==> src/hw/cpu_mem_pkg.sv <==
package cpu_mem_pkg;

  // memory geometry
  localparam int word_w     = 16;
  localparam int addr_w     = 10;
  localparam int ram_depth  = 1024;

  // paging
  localparam int page_size  = 72;       // words per page
  localparam int page_count = 14;       // whole pages that fit in ram
  localparam int page_idx_w = 4;

  typedef logic [addr_w-1:0]     addr_t;
  typedef logic [word_w-1:0]     word_t;
  typedef logic [page_idx_w-1:0] page_idx_t;

  // request from the core to the mmu, logical address
  typedef struct packed {
    addr_t addr;
    logic  wr;                          // 1 = store, 0 = read
    word_t data;
  } mem_req_t;

  // ram write port, physical address
  typedef struct packed {
    logic  valid;
    addr_t addr;
    word_t data;
  } mem_wr_t;

endpackage

==> src/hw/page_mmu.sv <==
`timescale 1ns/100ps

module page_mmu (
  input  logic                  clka,
  input  logic                  rst,
  input  logic                  mmu_req,
  input  cpu_mem_pkg::mem_req_t req,
  output logic                  done,
  output logic                  fault,
  output cpu_mem_pkg::addr_t    phys_addr,
  output cpu_mem_pkg::mem_wr_t  core_wr
);
  import cpu_mem_pkg::*;

  typedef enum logic [1:0] {
    mmu_wait,
    mmu_walk,
    mmu_allocate,
    mmu_found
  } mmu_state_e;

  mmu_state_e state;

  page_idx_t chain [page_count];        // next physical page, self at chain end
  page_idx_t tag   [page_count];        // logical page held, 0 = free

  page_idx_t last_lpage;                // cached last translation
  page_idx_t last_ppage;
  page_idx_t walk_page;                 // current page, then the result
  page_idx_t tail_page;
  page_idx_t next_free;                 // allocation scan pointer

  mem_req_t  cur_req;
  page_idx_t req_lpage;
  addr_t     req_offset;
  page_idx_t cur_lpage;
  addr_t     cur_offset;
  logic      walk_match;

  function automatic addr_t to_phys(page_idx_t page, addr_t offset);
    return addr_t'(page * page_size) + offset;
  endfunction

  assign req_lpage  = page_idx_t'(req.addr / page_size);
  assign req_offset = addr_t'(req.addr % page_size);
  assign cur_lpage  = page_idx_t'(cur_req.addr / page_size);
  assign cur_offset = addr_t'(cur_req.addr % page_size);

  // page 0 always holds logical page 0, its tag only marks it used
  assign walk_match = (walk_page == '0) ? (cur_lpage == '0) : (tag[walk_page] == cur_lpage);

  always_ff @(posedge clka) begin
    if (!rst) begin
      state         <= mmu_wait;
      done          <= 1'b0;
      fault         <= 1'b0;
      phys_addr     <= '0;
      core_wr       <= '0;
      last_lpage    <= '0;
      last_ppage    <= '0;
      walk_page     <= '0;
      tail_page     <= '0;
      next_free     <= page_idx_t'(1);
      for (int i = 0; i < page_count; i++) begin
        chain[i] <= '0;
        tag[i]   <= '0;
      end
      tag[0] <= page_idx_t'(1);         // page 0 taken, points to itself
    end else begin
      done          <= 1'b0;
      fault         <= 1'b0;
      core_wr.valid <= 1'b0;
      case (state)
        mmu_wait: begin
          if (mmu_req) begin
            cur_req <= req;
            if (req_lpage == last_lpage) begin
              done      <= 1'b1;        // hit, answer next cycle
              phys_addr <= to_phys(last_ppage, req_offset);
              core_wr   <= '{valid: req.wr, addr: to_phys(last_ppage, req_offset),
                             data: req.data};
            end else begin
              walk_page <= '0;
              state     <= mmu_walk;
            end
          end
        end
        mmu_walk: begin
          if (walk_match) begin
            state <= mmu_found;
          end else if (chain[walk_page] == walk_page) begin
            tail_page <= walk_page;     // end of chain
            state     <= mmu_allocate;
          end else begin
            walk_page <= chain[walk_page];
          end
        end
        mmu_allocate: begin
          if (next_free >= page_idx_t'(page_count)) begin
            done  <= 1'b1;              // out of pages
            fault <= 1'b1;
            state <= mmu_wait;
          end else if (tag[next_free] == '0) begin
            chain[tail_page] <= next_free;
            chain[next_free] <= next_free;
            tag[next_free]   <= cur_lpage;
            walk_page        <= next_free;
            next_free        <= next_free + 1'b1;
            state            <= mmu_found;
          end else begin
            next_free <= next_free + 1'b1;
          end
        end
        mmu_found: begin
          done       <= 1'b1;
          phys_addr  <= to_phys(walk_page, cur_offset);
          core_wr    <= '{valid: cur_req.wr, addr: to_phys(walk_page, cur_offset),
                          data: cur_req.data};
          last_lpage <= cur_lpage;
          last_ppage <= walk_page;
          state      <= mmu_wait;
        end
        default: state <= mmu_wait;
      endcase
    end
  end

endmodule

==> config.mk <==
export PLATFORM = sky130hd
export DESIGN_NAME = page_mmu
export DESIGN_NICKNAME = d
export VERILOG_FILES = /design/src/hw/cpu_mem_pkg.sv /design/src/hw/page_mmu.sv
export SDC_FILE = /design/constraint.sdc
export NUM_CORES = 1
export LEC_CHECK = 0
export BUFFER_PORTS_ARGS = -buffer_cell sky130_fd_sc_hd__clkbuf_2
export CORE_ASPECT_RATIO = 1.2
export CORE_MARGIN = 2
export CORE_UTILIZATION = 58
export CTS_BUF_LIST = sky130_fd_sc_hd__clkbuf_4 sky130_fd_sc_hd__clkbuf_8
export CTS_CLUSTER_DIAMETER = 100
export CTS_CLUSTER_SIZE = 20
export DETAILED_ROUTE_END_ITERATION = 10
export GPL_TIMING_DRIVEN = 1
export PLACE_DENSITY = 0.84
export SLEW_MARGIN = 20
export SYNTH_ARGS = -nofsm -noshare
export SYNTH_HDL_FRONTEND = slang
export SYNTH_SLANG_ARGS = --single-unit
==> constraint.sdc <==
create_clock -name clka -period 6.7 [get_ports clka]
set_input_delay 1.34 -clock clka [delete_from_list [all_inputs] [get_ports clka]]
set_output_delay 1.34 -clock clka [all_outputs]
set_load 0.05 [all_outputs]
Word-level counts from Yosys, hierarchy flattened
Memories as Yosys holds them, arrays and structs flattened. A register that Yosys moved wholly into a read port is not among the register bits.
Cells that the tools add are included.
{ "totals": {"regBits": 88, "ram_bits": 112, "inputBits": 30, "word_cells": 108, "n_memories": 2} }
{ "op_classes": {"n_addsub": 3, "multipliers": 2, "n_div": 4, "order_cmp": 1, "n_eq_ne": 15, "n_mux": 47, "bitwise_logic": 3, "n_reduce_logical": 16} }
{ "mem_list": {"columns": ["memory", "words", "width", "read_ports", "rd_clocked_by_memory_dff", "wr", "line_no", "source"], "rows": [
  ["chain", 14, 4, 1, 1, 14, "page_mmu.sv:24", "page_idx_t chain [page_count];"],
  ["tag", 14, 4, 2, 2, 14, "page_mmu.sv:25", "page_idx_t tag [page_count];"]
]} }
{ "ops": {"columns": ["op", "n"], "rows": [
  ["$mux 4", 19],
  ["$div 10x7->32 const B", 2],
  ["$mod 10x7->32 const B", 2],
  ["$mux 27", 2],
  ["$pmux 27 s2", 1],
  ["$add 10x10->10", 2],
  ["$mux 10", 2],
  ["$pmux 10 s2", 1],
  ["$mul 4x4->7 const B", 2],
  ["$ne 2x2->1 const B", 7],
  ["$mux 1", 13],
  ["$eq 4x4->1", 3],
  ["$logic_not 4->1", 3],
  ["$mux 2", 6],
  ["$pmux 4 s3", 1],
  ["$reduce_or 4->1", 3],
  ["$reduce_and 3->1", 3],
  ["$pmux 2 s4", 1],
  ["$reduce_and 7->1", 1],
  ["$ne 3x3->1 const B", 2],
  ["$add 4x1->4 const B", 1],
  ["$eq 2x2->1 const B", 2],
  ["$ge 4x4->1 const B", 1],
  ["$reduce_and 2->1", 2],
  ["8 further kinds", 9]
]} }

Logic depth before layout (Yosys ltp)
{ "depth": {"word_depth": 8, "depth_mapped": 25, "ltp_nobuf": 23} }

Worst setup path before layout
OpenSTA, ideal clock, no wires.
{ "synth_path": {"path_kind": "input port to flip-flop", "from": "input port req[24] (netlist bit)", "to": "register phys_addr[9]", "arrival_time_ns": 6.219, "required_time_ns": 6.619, "path_slack_ns": 0.400, "path_stages": 21, "n_path_buf": 1, "path_cell_list": "buf_2 -> or3_1 -> ha_1 -> or4bb_1 -> a31oi_1 -> a2111oi_4 -> o21ai_2 -> o211ai_1 -> a21oi_1 -> nor3_1 -> or2_1 -> maj3_1 -> xor2_1 -> ha_1 -> a21oi_1 -> o21bai_1 -> a21o_1 -> a21oi_1 -> xnor2_1 -> or3b_1 -> a41oi_1"} }
{ "synth_via": {"elab_chain_len": 5} }
{ "synth_rtl": {"columns": ["element", "line_no", "source"], "rows": [
  ["from (decl)", "page_mmu.sv:7", "input cpu_mem_pkg::mem_req_t req,"],
  ["$mod 10x7->32", "page_mmu.sv:45", "assign req_offset = addr_t'(req.addr % page_size);"],
  ["$add 10x10->10", "page_mmu.sv:41", "return addr_t'(page * page_size) + offset;"],
  ["$mux 10", "page_mmu.sv:77", "if (req_lpage == last_lpage) begin"],
  ["$mux 10", "page_mmu.sv:75", "if (mmu_req) begin"],
  ["$pmux 10 s2", "page_mmu.sv:73", "case (state)"],
  ["to (signal assigned)", "page_mmu.sv:79", "phys_addr <= to_phys(last_ppage, req_offset);"],
  ["to (signal assigned)", "page_mmu.sv:116", "phys_addr <= to_phys(walk_page, cur_offset);"],
  ["to (decl)", "page_mmu.sv:10", "output cpu_mem_pkg::addr_t phys_addr,"]
]} }
Several ways; a longest one is shown, not always the timed one. The select of a mux whose other input is x is not followed.
A chain may end at the register's enable or synchronous reset.

Worst setup path in the final report
{ "layout_path": {"from": "register cur_req[23] (netlist bit)", "to": "register core_wr[25] (netlist bit)"} }
{ "layout_via": {"elab_chain_len": 3} }
{ "layout_rtl": {"columns": ["element", "line_no", "source"], "rows": [
  ["from (decl)", "page_mmu.sv:33", "mem_req_t cur_req;"],
  ["from (signal assigned)", "page_mmu.sv:76", "cur_req <= req;"],
  ["$mod 10x7->32", "page_mmu.sv:47", "assign cur_offset = addr_t'(cur_req.addr % page_size);"],
  ["$add 10x10->10", "page_mmu.sv:41", null],
  ["$pmux 27 s2", "page_mmu.sv:73", null],
  ["to (signal assigned)", "page_mmu.sv:80", "core_wr <= '{valid: req.wr, addr: to_phys(last_ppage, req_offset),"],
  ["to (signal assigned)", "page_mmu.sv:117", "core_wr <= '{valid: cur_req.wr, addr: to_phys(walk_page, cur_offset),"],
  ["to (decl)", "page_mmu.sv:11", "output cpu_mem_pkg::mem_wr_t core_wr"]
]} }
No other way between the ends.

==> results.tsv <==
stage	metric	value	unit
status	outcome	completed	
pwr	Static Leak	0.004810	µW
synth	average size of a mapped cell	11.05	µm²
synth	Synth async-reset ratio	0	%
placed_design	GPL Wtd Cong	0.9507	
synth	Post-synth EDFFs	155	
routing	via-per-instance ratio	6.469	
cts	CTS root buffer	clkbuf_8	
cts	Clock Tree Buf Depth	3	
cts	H-tree depth	1	
critical_path	Setup CP Type	flop to flop	
die	Rows	58	
critical_path	reg2reg start	cur_req[23]	
synth	Syn Std Cell Area	12370	µm²
routing	DRC errors left	0	
timing	crit path time final	6.252	ns
timing	Worst Max-Slew Pin Slew	1.015	ns
synth	post-synthesis compound-gate area fraction	14.03	%
synth	Yosys reg bits	224	
grt	first-pass GRT wire length	46260	µm
grt	pin count of the biggest net entering global routing	55	
cells_and_area	layout cell share with drive strength beyond 1	16.09	%
cts	post-CTS setup repair buffer count	0	
routing	Routed WL per cell	20.28	µm
grt	all-layer global routing usage	26.13	%
die	Die Ht	164.0	µm
cts	Clock Latency Late Sink	0.54	ns
critical_path	crit path from	cur_req[23]	
critical_path	Crit. End Element	flop	
die	die area	22510	µm²
timing	RSZ-0062 raised after global routing	false	
cts	CTS tree	done	
critical_path	crit path max fanout	18	
critical_path	Worst Setup Start Kind	flop	
critical_path	Critical Path AT	6.67	ns
cells_and_area	Final #Nets	1207	
synth	top_reg_cell synth	edfxtp_1	
cells_and_area	Multi-input gate area	5898	µm²
cells_and_area	Seq. cell area	6037	µm²
grt	Remaining Overflow, GRT	0	
timing	fin. max-slew vios	0	
flow_run	Max Cap Viol	0	
synth	mux share of post-synthesis cell area	9.410	%
die	Die X-Extent	137.3	µm
min_path	worst hold start	phys_addr[5]	
synth	largest family of logic cells by synthesized area	simple AND/OR/NAND/NOR gates	
placed_design	dpl ws	0.05375	ns
timing	setup TNS	0	ns
placed_design	IO Port Bufs	68	
cts	post_cts resized	0	
timing	final worst clock skew	0.03050	ns
timing	period utilization	93.32	%
die	Initial Util	58.96	%
cells_and_area	area added between synthesis and finish	6.506	%
min_path	HP Class	flop to flop	
pwr	worst IR drop on VDD	0.2592	mV
cells_and_area	# diodes	0	
pwr	PD cells	251.2	nW/µm²
routing	Routed Antenna Nets	0	
timing	Final setup viols	0	
routing	1st-pass router iterations	7	
synth	Simple-Gate Fraction of Synth Area	17.76	%
timing	final hold vios	0	
synth	register area share after synthesis	48.81	%
cts	TritonCTS Buffers	15	
routing	Total Wirelength	28910	µm
synth	number of library cell types mapped by synthesis	90	
cts	cts hold-fix bufs	0	
cells_and_area	leading cell type in the layout, fill and taps excluded	edfxtp_1	
die	Core Region	20970	µm²
synth	Syn Inst Count	1119	
cells_and_area	Filler Cells Inserted	1617	
placed_design	Placed Instances	1400	
die	Ports	69	
cts	TritonCTS Sinks	224	
timing	relative slew slack	32.24	%
routing	Via Count	9225	
cells_and_area	final core utilization	62.80	%
synth	Synth Warn #	0	
grt	initial antenna violation count	0	
synth	Post-Synth Adder-Cell Area	3.400	%
placed_design	HPWL after DPL	19970	µm
critical_path	CP Data Required Time	7.12	ns
routing	Iter 0 DRT Violations	980	
cts	Clk pin slew, worst setup/hold paths	0.14	ns
grt	vias in the first global route	9140	
cells_and_area	Non-Filler Instances	1426	
synth	XOR/XNOR share of the synthesized area	2.904	%
timing	Final WS setup	0.4478	ns
cells_and_area	most frequent cells in the layout	155 x edfxtp_1, 125 x nor2_1, 68 x dfxtp_1, 68 x clkbuf_2, 57 x a21oi_1	
timing	fmax	0.1599	GHz
[power by group]
part / internal (µW) / switching (µW)
combinational: 360 / 593
sequential: 1560 / 88.4
clock: 270 / 435
total: 2190 / 1120
[stage by stage]
step                      power, µW  area, µm²  hold WS, ns
after floorplan                2364      12380       0.4746
after global placement         2594      12870       0.4538
after detailed placement       2612      12870       0.4598
after CTS                      3294      13170       0.4773
after global routing           3438      13170       0.4906
final                          3308      13170       0.4747
[metal layers]
layer / vias to the layer above / share of wire [%] / track usage, %
li1: 4265 / - / -
met2: 416 / 52 / 46.65
met4: 0 / 3.4 / 9.560
met3: 87 / 7.8 / 4.136
met5: - / 0 / 0
met1: 4457 / 37 / 31.75
[critical path, stage by stage, from the launching register on]
cell and delay [ns]:
edfxtp_1 0.63, or3_1 0.45, ha_1 0.34, and3b_1 0.23, o21ai_0 0.07, a31o_2 0.31
a211o_1 0.27, and3_1 0.20, o32a_1 0.48, nor2_2 0.78, nor2_1 0.16, maj3_1 0.40
xnor2_1 0.28, ha_1 0.33, a21oi_1 0.16, o21bai_1 0.10, a21o_1 0.19, a21oi_1 0.18
xnor2_1 0.15, xnor2_1 0.12, a32oi_1 0.20, o31ai_1 0.10
[synthesized netlist by cell type (11+ instances only)]
master    count  area, µm²
edfxtp_1    155       4654
nor2_1      125      469.2
dfxtp_1      69       1381
a21oi_1      58      290.3
nand2_1      54      202.7
clkbuf_1     50      187.7
and2_1       45      281.5
mux4_2       45       1013
nand3_1      32      160.2
xnor2_1      30      262.8
ha_1         28      350.3
nand2b_1     28      175.2
nor2b_1      27      168.9
a32oi_1      26      227.7
inv_1        26      97.59
nand3b_1     22      165.2
nor4_1       22      137.6
o21ai_0      21      105.1
and3_1       19      118.9
buf_2        18      90.09
a211oi_1     16      120.1
mux2i_1      15      150.1
nor3_1       14      70.07
a22oi_1      12      90.09
xor2_1       11      96.34
[final timing paths]
check	end	slack, ns	depth (start not counted)
min	phys_addr[5]	0.47	2
max reg2reg	core_wr[25]	0.45	21
max	core_wr[25]	0.45	21
min reg2reg	phys_addr[5]	0.47	2
[registers in the layout (all words and copies together) (netlist names), named ones only]
register,cells
chain,64
cur_req,27
fault,1
last_lpage,4
tag,64
phys_addr,10
walk_page,4
next_free,4
done,1
state,2
tail_page,4
last_ppage,4
core_wr,27
[cell families after synthesis]
group,count (synthesis)
AND/OR/NAND/NOR,421
AO/OA/AOI/OAI,231
flip-flops,224
buffers and inverters,108
multiplexers,60
XOR/XNOR,41
adder cells (fa/ha/maj),33
other,1
[area by class of cell]
class	count	area share [%]
flip-flops and latches	224	45.84
inverters	27	0.7695
multi-input cells	790	44.78
clock inverters	2	0.1805
well taps	270	2.565
repair buffers	89	3.781
clock buffers	24	2.081
No activity file was read; power rests on OpenSTA's default activity.
