## config.mk

```make
export PLATFORM = sky130hd
export DESIGN_NAME = loop_unit
export DESIGN_NICKNAME = d
export VERILOG_FILES = /design/src/hw/cpu_mem_pkg.sv /design/src/hw/cpu_isa_pkg.sv /design/src/hw/loop_unit.sv
export SDC_FILE = /design/constraint.sdc
export NUM_CORES = 1
export LEC_CHECK = 0
export BUFFER_PORTS_ARGS = -buffer_cell sky130_fd_sc_hd__buf_2
export CAP_MARGIN = 20
export CORE_UTILIZATION = 51
export CTS_CLUSTER_DIAMETER = 200
export DETAILED_ROUTE_END_ITERATION = 10
export HOLD_SLACK_MARGIN = 0.1
export PLACE_DENSITY = 0.8
export SLEW_MARGIN = 20
export SYNTH_ARGS = -nofsm -noshare
export SYNTH_HDL_FRONTEND = slang
export SYNTH_SLANG_ARGS = --single-unit
```

## constraint.sdc

```tcl
create_clock -name clka -period 2.5 [get_ports clka]
set_input_delay 0.5 -clock clka [delete_from_list [all_inputs] [get_ports clka]]
set_output_delay 0.5 -clock clka [all_outputs]
set_load 0.01 [all_outputs]
```

## src/hw/cpu_mem_pkg.sv

```systemverilog
package cpu_mem_pkg;

  // memory geometry
  localparam int word_w     = 16;
  localparam int addr_w     = 10;
  localparam int ram_depth  = 1024;

  // paging
  localparam int page_size  = 72;       // words per page
  localparam int page_count = 14;       // whole pages that fit in ram
  localparam int page_idx_w = 4;

  typedef logic [addr_w-1:0]     addr_t;
  typedef logic [word_w-1:0]     word_t;
  typedef logic [page_idx_w-1:0] page_idx_t;

  // request from the core to the mmu, logical address
  typedef struct packed {
    addr_t addr;
    logic  wr;                          // 1 = store, 0 = read
    word_t data;
  } mem_req_t;

  // ram write port, physical address
  typedef struct packed {
    logic  valid;
    addr_t addr;
    word_t data;
  } mem_wr_t;

endpackage

```

## src/hw/cpu_isa_pkg.sv

```systemverilog
package cpu_isa_pkg;

  localparam int reg_count = 32;
  localparam int reg_idx_w = 5;

  typedef logic [reg_idx_w-1:0] reg_idx_t;

  // opcode lives in the high byte of the first instruction word
  typedef enum logic [7:0] {
    op_jmp            = 8'd1,
    op_ram2reg        = 8'd2,
    op_reg2ram        = 8'd3,
    op_num2reg        = 8'd4,
    op_reg_plus       = 8'd5,
    op_reg_minus      = 8'd6,
    op_till_value     = 8'd9,
    op_till_non_value = 8'd10,
    op_loop           = 8'd11,
    op_exit           = 8'd17
  } opcode_e;

  typedef enum logic [1:0] {
    loop_till_value,
    loop_till_non_value,
    loop_for
  } loop_kind_e;

  typedef enum logic [3:0] {
    st_idle,
    st_fetch_op,
    st_fetch_operand,
    st_decode,
    st_mem_wait,                        // store in flight
    st_load_data,                       // load in flight
    st_halted
  } stage_e;

  // both instruction words side by side
  typedef struct packed {
    opcode_e              op;
    logic [7:0]           reg_num;
    cpu_mem_pkg::word_t   operand;      // loops: compare value high, body length low
  } instr_t;

  typedef struct packed {
    logic               valid;
    reg_idx_t           idx;
    cpu_mem_pkg::word_t data;
  } reg_wr_t;

  localparam cpu_mem_pkg::addr_t reset_pc = '0;

endpackage

```

## src/hw/loop_unit.sv

```systemverilog
`timescale 1ns/100ps

module loop_unit (
  input  logic                  clka,
  input  logic                  rst,
  input  logic                  set,
  input  cpu_isa_pkg::instr_t   instr,
  input  logic                  retire,
  input  cpu_mem_pkg::word_t    loop_reg_val,
  output cpu_isa_pkg::reg_idx_t loop_reg,
  output logic                  rewind,
  output cpu_mem_pkg::addr_t    pc_back
);
  import cpu_isa_pkg::*;
  import cpu_mem_pkg::*;

  logic       active;
  loop_kind_e kind;
  logic [7:0] body_len;                 // instructions in the body
  logic [7:0] done_cnt;                 // body instructions retired this pass
  logic [7:0] cmp_val;
  logic       body_end;
  logic       again;

  // set wins, the loop opcode itself is not part of the body
  assign body_end = active && retire && !set && (done_cnt + 8'd1 == body_len);

  always_comb begin
    case (kind)
      loop_till_value:     again = loop_reg_val != word_t'(cmp_val);
      loop_till_non_value: again = loop_reg_val == word_t'(cmp_val);
      loop_for:            again = cmp_val != '0;
      default:             again = 1'b0;
    endcase
  end

  assign rewind  = body_end && again;
  assign pc_back = addr_t'({body_len, 1'b0}); // two words per instruction

  always_ff @(posedge clka) begin
    if (!rst) begin
      active   <= 1'b0;
      kind     <= loop_till_value;
      body_len <= '0;
      done_cnt <= '0;
      cmp_val  <= '0;
      loop_reg <= '0;
    end else if (set) begin
      active   <= instr.operand[7:0] != '0; // empty body does nothing
      body_len <= instr.operand[7:0];
      cmp_val  <= instr.operand[15:8];
      loop_reg <= instr.reg_num[reg_idx_w-1:0];
      done_cnt <= '0;
      case (instr.op)
        op_till_value:     kind <= loop_till_value;
        op_till_non_value: kind <= loop_till_non_value;
        default:           kind <= loop_for;
      endcase
    end else if (active && retire) begin
      if (body_end) begin
        done_cnt <= '0;
        if (!again) begin
          active <= 1'b0;               // leave the loop
        end else if (kind == loop_for) begin
          cmp_val <= cmp_val - 8'd1;
        end
      end else begin
        done_cnt <= done_cnt + 8'd1;
      end
    end
  end

endmodule

```

# == Word level (Yosys, flattened, before mapping) ==
# Cells that the tools add are included.
# word_totals
reg_bits,32
input_bits,52
output_inout_bits,16
# classes
n_addsub,2
eq_ne,8
muxes,12
bitwise_logic,1
reduce_logical,15
# ops
operator,n
$mux 8,6
$eq 16x8->1,1
$eq 8x4->1 const B,2
$ne 16x8->1,1
$reduce_bool 8->1,2
$add 8x1->8 const B,1
$eq 8x8->1,1
$reduce_bool 2->1,4
$sub 8x1->8 const B,1
$logic_and 1x1->1,4
$mux 1,4
$pmux 2 s2,1
$reduce_and 4->1,1
$pmux 1 s3,1
$reduce_and 3->1,1
$eq 2x1->1 const B,1
$eq 2x2->1 const B,1
$logic_not 2->1,1
$ne 2x2->1 const B,1
$reduce_or 2->1,1
$logic_not 1->1,1
$not 1->1,1

# == Depth between registers and ports, before layout ==
# Gate-level depths: netlist of the first run.
# depth
word_depth,6
ltp_mapped,7
ltp_nobuf,7

# == Worst setup path after synthesis of the first run ==
# OpenSTA, ideal clock, no wires.
# synth_timing
kind,reg-to-output
startpoint,register done_cnt[0]
endpoint,output port rewind
t_arrival_ns,1.721
slack_ns,0.279
path_stages_with_launch,7
path_buffers,0
path_cell_list,dfxtp_1 > ha_1 > nand2b_1 > a21o_1 > a311oi_2 > o2111ai_1 > nor2_1
# synth_between
elab_chain_cells,4
# synth_lines
item,line,rtl
start: declaration,loop_unit.sv:20,logic [7:0] done_cnt;
start signal: assignment,loop_unit.sv:68,done_cnt <= done_cnt + 8'd1;
$add 8x1->8,loop_unit.sv:26,assign body_end = active && retire && !set && (done_cnt + 8'd1 == body_len);
$eq 8x8->1,loop_unit.sv:26,
$logic_and 1x1->1,loop_unit.sv:26,
$logic_and 1x1->1,loop_unit.sv:37,assign rewind = body_end && again;
end: declaration,loop_unit.sv:11,"output logic rewind,"
# No other way between the ends.

# == Final worst setup path of the first run ==
# layout_timing
startpoint,register done_cnt[1]
endpoint,output port rewind
# Same word-level chain as after synthesis.

==> results.cfg, run 1 <==
[outcome]
status = completed

[yosys]
synth.area.top_cells = dfxtp_1, mux2i_1, nand3_1
ys_seq_area_share_pct = 30.0
yosysUniqueCellTypes = 46
yosysTopAreaCell = dfxtp_1
async_reset_ff_share_pct = 0
netlist_area_sq_um = 2130
synth.most_common_cell = dfxtp_1
synth_edf_count = 0
synth-seq-cells = 32
synth_warnings = 0
synthCells = 265
syn_area_per_cell_sq_um = 8.05
synth_top_area_share_pct = 30.0
netlist_top_cells_count = dfxtp_1, nand2_1, nand3_1
synthFlopType = dfxtp_1

[final_layout]
n_antenna_cell = 0
multi_input_area_sq_um = 1430
nFillCells = 341
drive_gt1_share_pct = 30.5
regArea_sq_um = 651
fin_nets = 388
final_cells = 384
areaGrowthSynthToFinish_pct = 25.3
postLayoutCoreUtil_pct = 66.8
largestRegisters = body_len (8), cmp_val (8), done_cnt (8)

[sta]
setup_violations = 0
fin_ws_ps = 96.2
hold_slack_ps = 461
period_needed_ps = 2400
skew_ps = 5.55
hold_viol = 0
slew_headroom_pct = 54.3
min_period_over_period_pct = 96.2
slew_viol_final = 0
tns_ps = 0
rsz0062_at_grt = false
max_freq_ghz = 0.416
tightest_slew_ps = 684

[pwr]
cellLeakagePower_nw = 1.15
seqPwrFrac_pct = 45.5
intPower_mw = 0.868
switching_power_mw = 0.371
pwr-share-clk_pct = 35.6
switching_share_pct = 29.9
p_comb_share_pct = 18.9
worst_ir_drop_vdd_v = 0.000320
power_density_nw_per_um2 = 463

[floorplan]
fp-row-count = 23
dieWidth_um = 66.7
start_util_pct = 53.4
die_h_um = 66.7
pin_count = 68
core_sq_um = 4000
dieArea_sq_um = 4450

[clock_tree]
clkTransAtPathRegs_ps = 70
cts_inserted_buffers = 5
clock_sinks = 32
root_buffer = clkbuf_8
clock_path_buffers = 2
cts_tree = done
cts_hold_buf = 0
insertion_delay_ps = 300
htreeDepth = 2

[worst_setup_path]
crit_required_ps = 2000
slowest_stage = dfxtp_4
cp_cell_sequence = ha_4 -> xnor2_2 -> nand3_2 -> a311oi_2 -> o2111ai_2 -> nor2_1 -> buf_2
worstSetupEndpointType = output pin
path_class = reg -> out
cp-start-kind = register
cp.arrival_ps = 1900
worst-path-max-fanout = 6
max_stage_delay_ps = 370
worst-path-buf-inv = 1
crit_family = compound AO/OA/AOI/OAI gates

[drt]
vias = 2185
antenna_left = 0
wl_met3_um = 333
avgRoutedWirePerCell_um = 13.8
route.layer.met1.wl_mm = 2.46
dr_wl_met2_mm = 2.43
drt_iter0_drc = 109
drc = 0
highest_layer = met4
wl_mm = 5.30
drt_pre_antenna_iters = 5
avgViaCountPerCell = 5.69

[grt]
first_global_vias = 1954
grt_max_degree = 28
grt_first_pass_wirelength_mm = 8.45
antenna_found_initial = 0
grt.total_usage_pct = 24.9
overflow = 0

[placement]
port_buffers = 62
dp_hpwl_mm = 3.81
post-place-ws_ps = 192
place.gp.congestion = 0.833
dp.cells = 372

[worst_hold_path]
hold_class = in -> reg

[flow_run]
maxCapViolCount = 0
through the flow:
step                total power, mW  instance area, sq um
floorplan                     0.714                  2140
global placement              0.797                  2500
detailed placement            0.802                  2500
CTS                            1.23                  2620
global route                   1.28                  2670
finish                         1.24                  2670
worst register-to-register path, cell delays in order (launching register included):
cell and delay, ps:
dfxtp_2 410, nand3_1 200, nor2_1 310, o32ai_4 160, buf_4 170, o2111ai_1 570
nand3_1 180, a21oi_1 160
kinds of logic (layout without fill, tap and decap cells):
group           count (synthesis)  count (layout)  share of synthesized area, %
compound gates                 50              50                          17.4
xor+xnor                       17              17                          6.98
fa+ha+maj                       3               3                          1.76
buf+inv                        21              89                          4.86
flops                          32              32                          30.0
mux                            15              15                          7.03
other cells                     1               2                         0.176
simple gates                  126             126                          31.8
cells in the final DEF (no fill, tap or decap), types with 3 or more instances in the layout:
master,count
nand2_1,25
nor4_1,7
clkbuf_8,6
dfxtp_1,28
o211ai_1,5
and3_1,8
inv_1,4
and4_1,3
nor2_1,12
nor2b_1,15
nand3_1,20
nand2b_1,4
buf_2,62
nor3_1,14
buf_4,15
o21ai_0,14
a31oi_1,4
a21oi_1,8
nand4_1,6
xnor2_1,7
mux2i_1,15
xor2_1,9
final cells by class:
type	instances	share of cell area, %
Multi-Input combinational cell	213	53.3
Inverter	4	0.562
Sequential cell	32	24.3
Clock buffer	6	3.09
Timing Repair Buffer	77	15.8
Tap cell	50	2.34
Clock inverter	2	0.562
repair_timing:
| item | 4_1_cts | 5_1_grt |
|---|---|---|
| gates resized for setup | 4 | 7 |
| pin swaps | 2 | 4 |
| setup endpoints to repair | 1 | 1 |
| setup buffers | 1 | 3 |
path summary, 6_finish.rpt:
check / startpoint / to / slack [ps] / depth (start not counted)
hold / removal: instr[19] / loop_reg[3] / 460 / 3
setup / recovery: done_cnt[1] / rewind / 100 / 7
setup reg to reg: done_cnt[4] / done_cnt[1] / 270 / 7
hold reg to reg: done_cnt[1] / done_cnt[1] / 510 / 2
layer usage:
metal | track usage [%] | vias to the layer above
li1 | - | 1109
met1 | 32.8 | 985
met2 | 39.8 | 82
met3 | 4.28 | 9
met4 | 9.84 | 0
met5 | 0 | -
power groups by stage:
| stage | clock [mW] | combinational, mW | sequential (mW) |
|---|---|---|---|
| final | 0.441 | 0.235 | 0.563 |
| after detailed placement | 0 | 0.227 | 0.575 |
| after CTS | 0.438 | 0.230 | 0.564 |
| after global placement | 0 | 0.222 | 0.575 |
| after floorplan | 0 | 0.142 | 0.572 |
| after global routing | 0.457 | 0.262 | 0.566 |
(Power assumes the default switching activity.)
==> run 2, diff against run 1 <==
==> constraint.sdc (replaced) <==
create_clock -name clka -period 2.5 [get_ports clka]
set_input_delay 0.375 -clock clka [delete_from_list [all_inputs] [get_ports clka]]
set_output_delay 0.375 -clock clka [all_outputs]
set_load 0.01 [all_outputs]
==> run 2 against run 1 <==
Die area is the same. Sequential power about the same. Total power fell by 2.9%. Count of clock-buffer cells in the layout stayed put. Clock power decreased by 8.6%. Non-clock buffer count decreased by 4. Worst setup slack worse by 33 ps. Clock skew is 1.6 ps lower. Cell count fell by 1.0%. Register-to-register slack got worse by 60 ps. Critical endpoint unchanged. Global-route usage up 0.66 points.
==> results.cfg, run 2 (synthesis gave the netlist of run 1 again) <==
[worst_setup_path]
max_stage_delay_ps = 390
slowest_stage = a311o_1
regToRegEndpoint = done_cnt[5]
r2r-start = done_cnt[7]
regToRegSetupSlack_ps = 210
cp_cell_sequence = or3_1 -> a311o_1 -> o32ai_4 -> o2111ai_2 -> nor2_1 -> buf_2
worst-path-max-fanout = 9
rr_worst_depth = 7
cp.arrival_ps = 2060
crit_required_ps = 2120
path_class = reg -> out
worstSetupEndpointType = output pin
cp-start-kind = register

[worst_hold_path]
whs_path_depth = 3
hp-start = instr[19]
hold_class = in -> reg
min_to = loop_reg[3]

[grt]
grt.total_usage_pct = 25.5
grt_use_met2_pct = 37.4
grt_first_pass_wirelength_mm = 8.60
met3_usage_pct = 4.62
grt_max_degree = 23
antenna_found_initial = 0
overflow = 0
grt_use_met1_pct = 36.0
first_global_vias = 1868
busiest_layer = met2

[final_layout]
regArea_sq_um = 644
drive_gt1_share_pct = 28.5
fin_nets = 384
mostFrequentLayoutCells = buf_2, dfxtp_1, nand2_1
fin_area_sq_um = 2630
largestRegisters = body_len (8), cmp_val (8), done_cnt (8)
n_antenna_cell = 0
final_common_cell = buf_2
areaGrowthSynthToFinish_pct = 23.1
multi_input_area_sq_um = 1420
nFillCells = 329

[placement]
port_buffers = 62
dp_hpwl_mm = 3.85
placed_area_sq_um = 2500
place.gp.congestion = 0.847

[pwr]
p_comb_share_pct = 19.6
pwr-share-clk_pct = 33.5
seqPwrFrac_pct = 46.9
intPower_mw = 0.844
power_density_nw_per_um2 = 458
p_total_mw = 1.20
switching_power_mw = 0.359
cellLeakagePower_nw = 1.12
switching_share_pct = 29.8
worst_ir_drop_vdd_v = 0.000358

[clock_tree]
clock_path_buffers = 2
cts_hold_buf = 0
insertion_delay_ps = 290
cts_inserted_buffers = 5
cts_tree = done
root_buffer = clkbuf_8
clock_sinks = 32
clkTransAtPathRegs_ps = 70
htreeDepth = 2

[drt]
drt_pre_antenna_iters = 4
drc = 0
avgRoutedWirePerCell_um = 13.8
drt_iter0_drc = 182
wl_mm = 5.24
avgViaCountPerCell = 5.79
antenna_left = 0
vias = 2201

[sta]
max_freq_ghz = 0.410
tightest_slew_ps = 689
setup_violations = 0
slew_viol_final = 0
period_needed_ps = 2440
skew_ps = 3.92
min_period_over_period_pct = 97.5
slew_headroom_pct = 54.0
hold_viol = 0

[floorplan]
start_util_pct = 53.4
pin_count = 68
die_h_um = 66.7
core_sq_um = 4000
fp-row-count = 23
dieArea_sq_um = 4450
dieWidth_um = 66.7

[outcome]
status = completed

[flow_run]
maxCapViolCount = 0
[run 2: routing by layer]
| metal | wire length (um) | up-vias |
|---|---|---|
| met2 | 2340 | 80 |
| met4 | 72 | 0 |
| met1 | 2490 | 1008 |
| li1 | - | 1107 |
| met5 | 0 | - |
| met3 | 335 | 6 |
[run 2: area by class of cell]
class	instances	area share (%)
multi-input combinational	213	54.2
sequential	32	24.5
timing repair buffer	73	15.0
clock buffer	6	2.76
tap	50	2.38
clock inverter	2	0.619
inverter	4	0.571
[run 2: power groups by stage]
stage / logic (mW) / clock network, mW / registers [mW]
5_1_grt: 0.263 / 0.426 / 0.569
3_3_place_gp: 0.227 / 0 / 0.575
2_1_floorplan: 0.142 / 0 / 0.572
4_1_cts: 0.233 / 0.409 / 0.564
3_5_place_dp: 0.232 / 0 / 0.575
6_report: 0.236 / 0.403 / 0.565
[run 2: what timing repair did]
item / 4_1_cts / 5_1_grt
buffers inserted: 0 / 1
gates resized for setup: 1 / 6
pin swaps: 1 / 1
setup endpoints to repair: 1 / 1
[run 2: stage by stage]
step / hold WS, ps / setup TNS, ps / setup slack (ps) / util [%] / instances
final: 339 / 0 / 62.9 / 65.7 / 380
after global routing: 337 / -11.5 / -11.5 / 65.7 / 380
after CTS: 335 / 0 / 15.4 / 64.7 / 379
after detailed placement: 496 / 0 / 269 / 62.4 / 371
after global placement: 487 / 0 / 266 / 62.4 / 371
after floorplan: 470 / 0 / 404 / - / 266
[run 2: how the worst max path moves through the flow]
stage	start	endpoint	slack, ps	depth (start not counted)
2_1_floorplan	done_cnt[0]	rewind	400	6
6_report	done_cnt[7]	rewind	60	6
5_1_grt	done_cnt[1]	rewind	-10	7
4_1_cts	done_cnt[7]	rewind	20	6
3_5_place_dp	done_cnt[1]	done_cnt[4]	270	7
3_3_place_gp	done_cnt[1]	cmp_val[1]	270	8
[run 2: critical path: cells and delay by family (launching register included)]
family / cells / cell delay (ps)
and+or+nand+nor: 2 / 500
DFF: 1 / 370
buffers and inverters: 1 / 140
AOI/OAI and AO/OA: 3 / 760
==> run 3, diff against run 2 <==
Settings changed: CORE_UTILIZATION 51 to 53, CTS_BUF_LIST from default to sky130_fd_sc_hd__clkbuf_8, PLACE_DENSITY 0.8 to 0.83.
==> run 3 against run 2 <==
Sequential cell count did not move. Fmax rose by 1.4%. Sequential power barely moved. Register-to-register slack improved by 40 ps. Clock skew rose by 3.8 ps. Routed wire length rose by 0.78%. Cell area rose by 0.29%. Count of clock-buffer cells in the layout fell by 1. Total power rose by 7.8%. Sequential share of layout area barely moved. Worst hold slack improved by 4.2 ps.
==> results.cfg, run 3 (synthesis gave the netlist of run 1 again) <==
[grt]
first_global_vias = 2040
grt_max_degree = 29
grt.total_usage_pct = 26.8
antenna_found_initial = 0
grt_first_pass_wirelength_mm = 9.07
overflow = 0

[final_layout]
final_common_cell = buf_2
fin_area_sq_um = 2640
largestRegisters = body_len (8), cmp_val (8), done_cnt (8)
areaGrowthSynthToFinish_pct = 23.4
fin_nets = 384
n_antenna_cell = 0
final_cells = 378
mostFrequentLayoutCells = buf_2, dfxtp_1, nand2_1
drive_gt1_share_pct = 29.7
postLayoutCoreUtil_pct = 69.9

[drt]
avgViaCountPerCell = 5.82
drt_pre_antenna_iters = 4
avgRoutedWirePerCell_um = 14.0
drt_iter0_drc = 171
vias = 2201
wl_mm = 5.28
drc = 0
antenna_left = 0

[sta]
fin_ws_ps = 96.0
rsz0062_at_grt = false
slew_viol_final = 0
period_needed_ps = 2400
setup_violations = 0
hold_slack_ps = 343
max_freq_ghz = 0.416
tns_ps = 0
skew_ps = 7.68
hold_viol = 0
slew_headroom_pct = 58.7
tightest_slew_ps = 619
min_period_over_period_pct = 96.2

[floorplan]
core_sq_um = 3770
fp-row-count = 22
dieArea_sq_um = 4290
dieWidth_um = 65.5
pin_count = 68
die_h_um = 65.5
start_util_pct = 56.6

[clock_tree]
cts_hold_buf = 0
cts_tree = done
root_buffer = clkbuf_8
cts_inserted_buffers = 5
insertion_delay_ps = 280
clkTransAtPathRegs_ps = 80
htreeDepth = 2
clock_path_buffers = 2
clock_sinks = 32

[worst_setup_path]
cp.arrival_ps = 2030
cp-start-kind = register
path_class = reg -> out
crit_required_ps = 2120
worst-path-max-fanout = 8
worstSetupEndpointType = output pin

[placement]
dp.cells = 368
place.gp.congestion = 0.854
placed_area_sq_um = 2490
post-place-ws_ps = 197
dp_hpwl_mm = 3.94
port_buffers = 62

[pwr]
p_total_mw = 1.30
worst_ir_drop_vdd_v = 0.000368
cellLeakagePower_nw = 1.14
power_density_nw_per_um2 = 492

[outcome]
status = completed

[flow_run]
maxCapViolCount = 0

[worst_hold_path]
hold_class = in -> reg
==> run 3: repair_timing <==
action                     in CTS  in global routing
pin swaps                       0                  2
setup buffers                   0                  2
resized for setup               2                  6
setup endpoints to repair       1                  1
==> run 3: worst max-delay path, stage by stage (launching register included) <==
cell and delay (ps):
dfxtp_1 390, or3_1 350, a311o_1 400, o32ai_4 180, o2111ai_2 160, nor2_1 130
buf_2 140
==> run 3: per-layer routing <==
metal | wire length (um) | track usage, % | up-vias | part of all wire, %
met2 | 2500 | 45.0 | 88 | 47
li1 | - | - | 1096 | -
met5 | 0 | 0 | - | 0
met4 | 29 | 5.16 | 0 | 0.55
met1 | 2400 | 35.7 | 1013 | 45
met3 | 355 | 5.03 | 4 | 6.7
==> run 3: final timing paths <==
kind,start,end,slack (ps),depth (start not counted)
worst min-delay path,instr[9],cmp_val[1],340,3
worst min register to register,done_cnt[1],done_cnt[1],500,2
worst max-delay path,body_len[7],rewind,100,6
worst max register to register,body_len[7],done_cnt[5],250,7
==> run 3: area by class of cell <==
type | count | area [sq um]
Multi-Input combinational cell | 213 | 1410
Fill cell | 287 | 1140
Tap cell | 48 | 60.1
Clock inverter | 3 | 42.5
Timing Repair Buffer | 73 | 393
Inverter | 4 | 15.0
Sequential cell | 32 | 647
Clock buffer | 5 | 68.8
==> run 3: power breakdown <==
part           switching (mW)  leakage, nW  internal, mW
clock                   0.203       0.0541         0.295
combinational           0.124        0.819         0.110
sequential             0.0302        0.265         0.535
total                   0.357         1.14         0.940
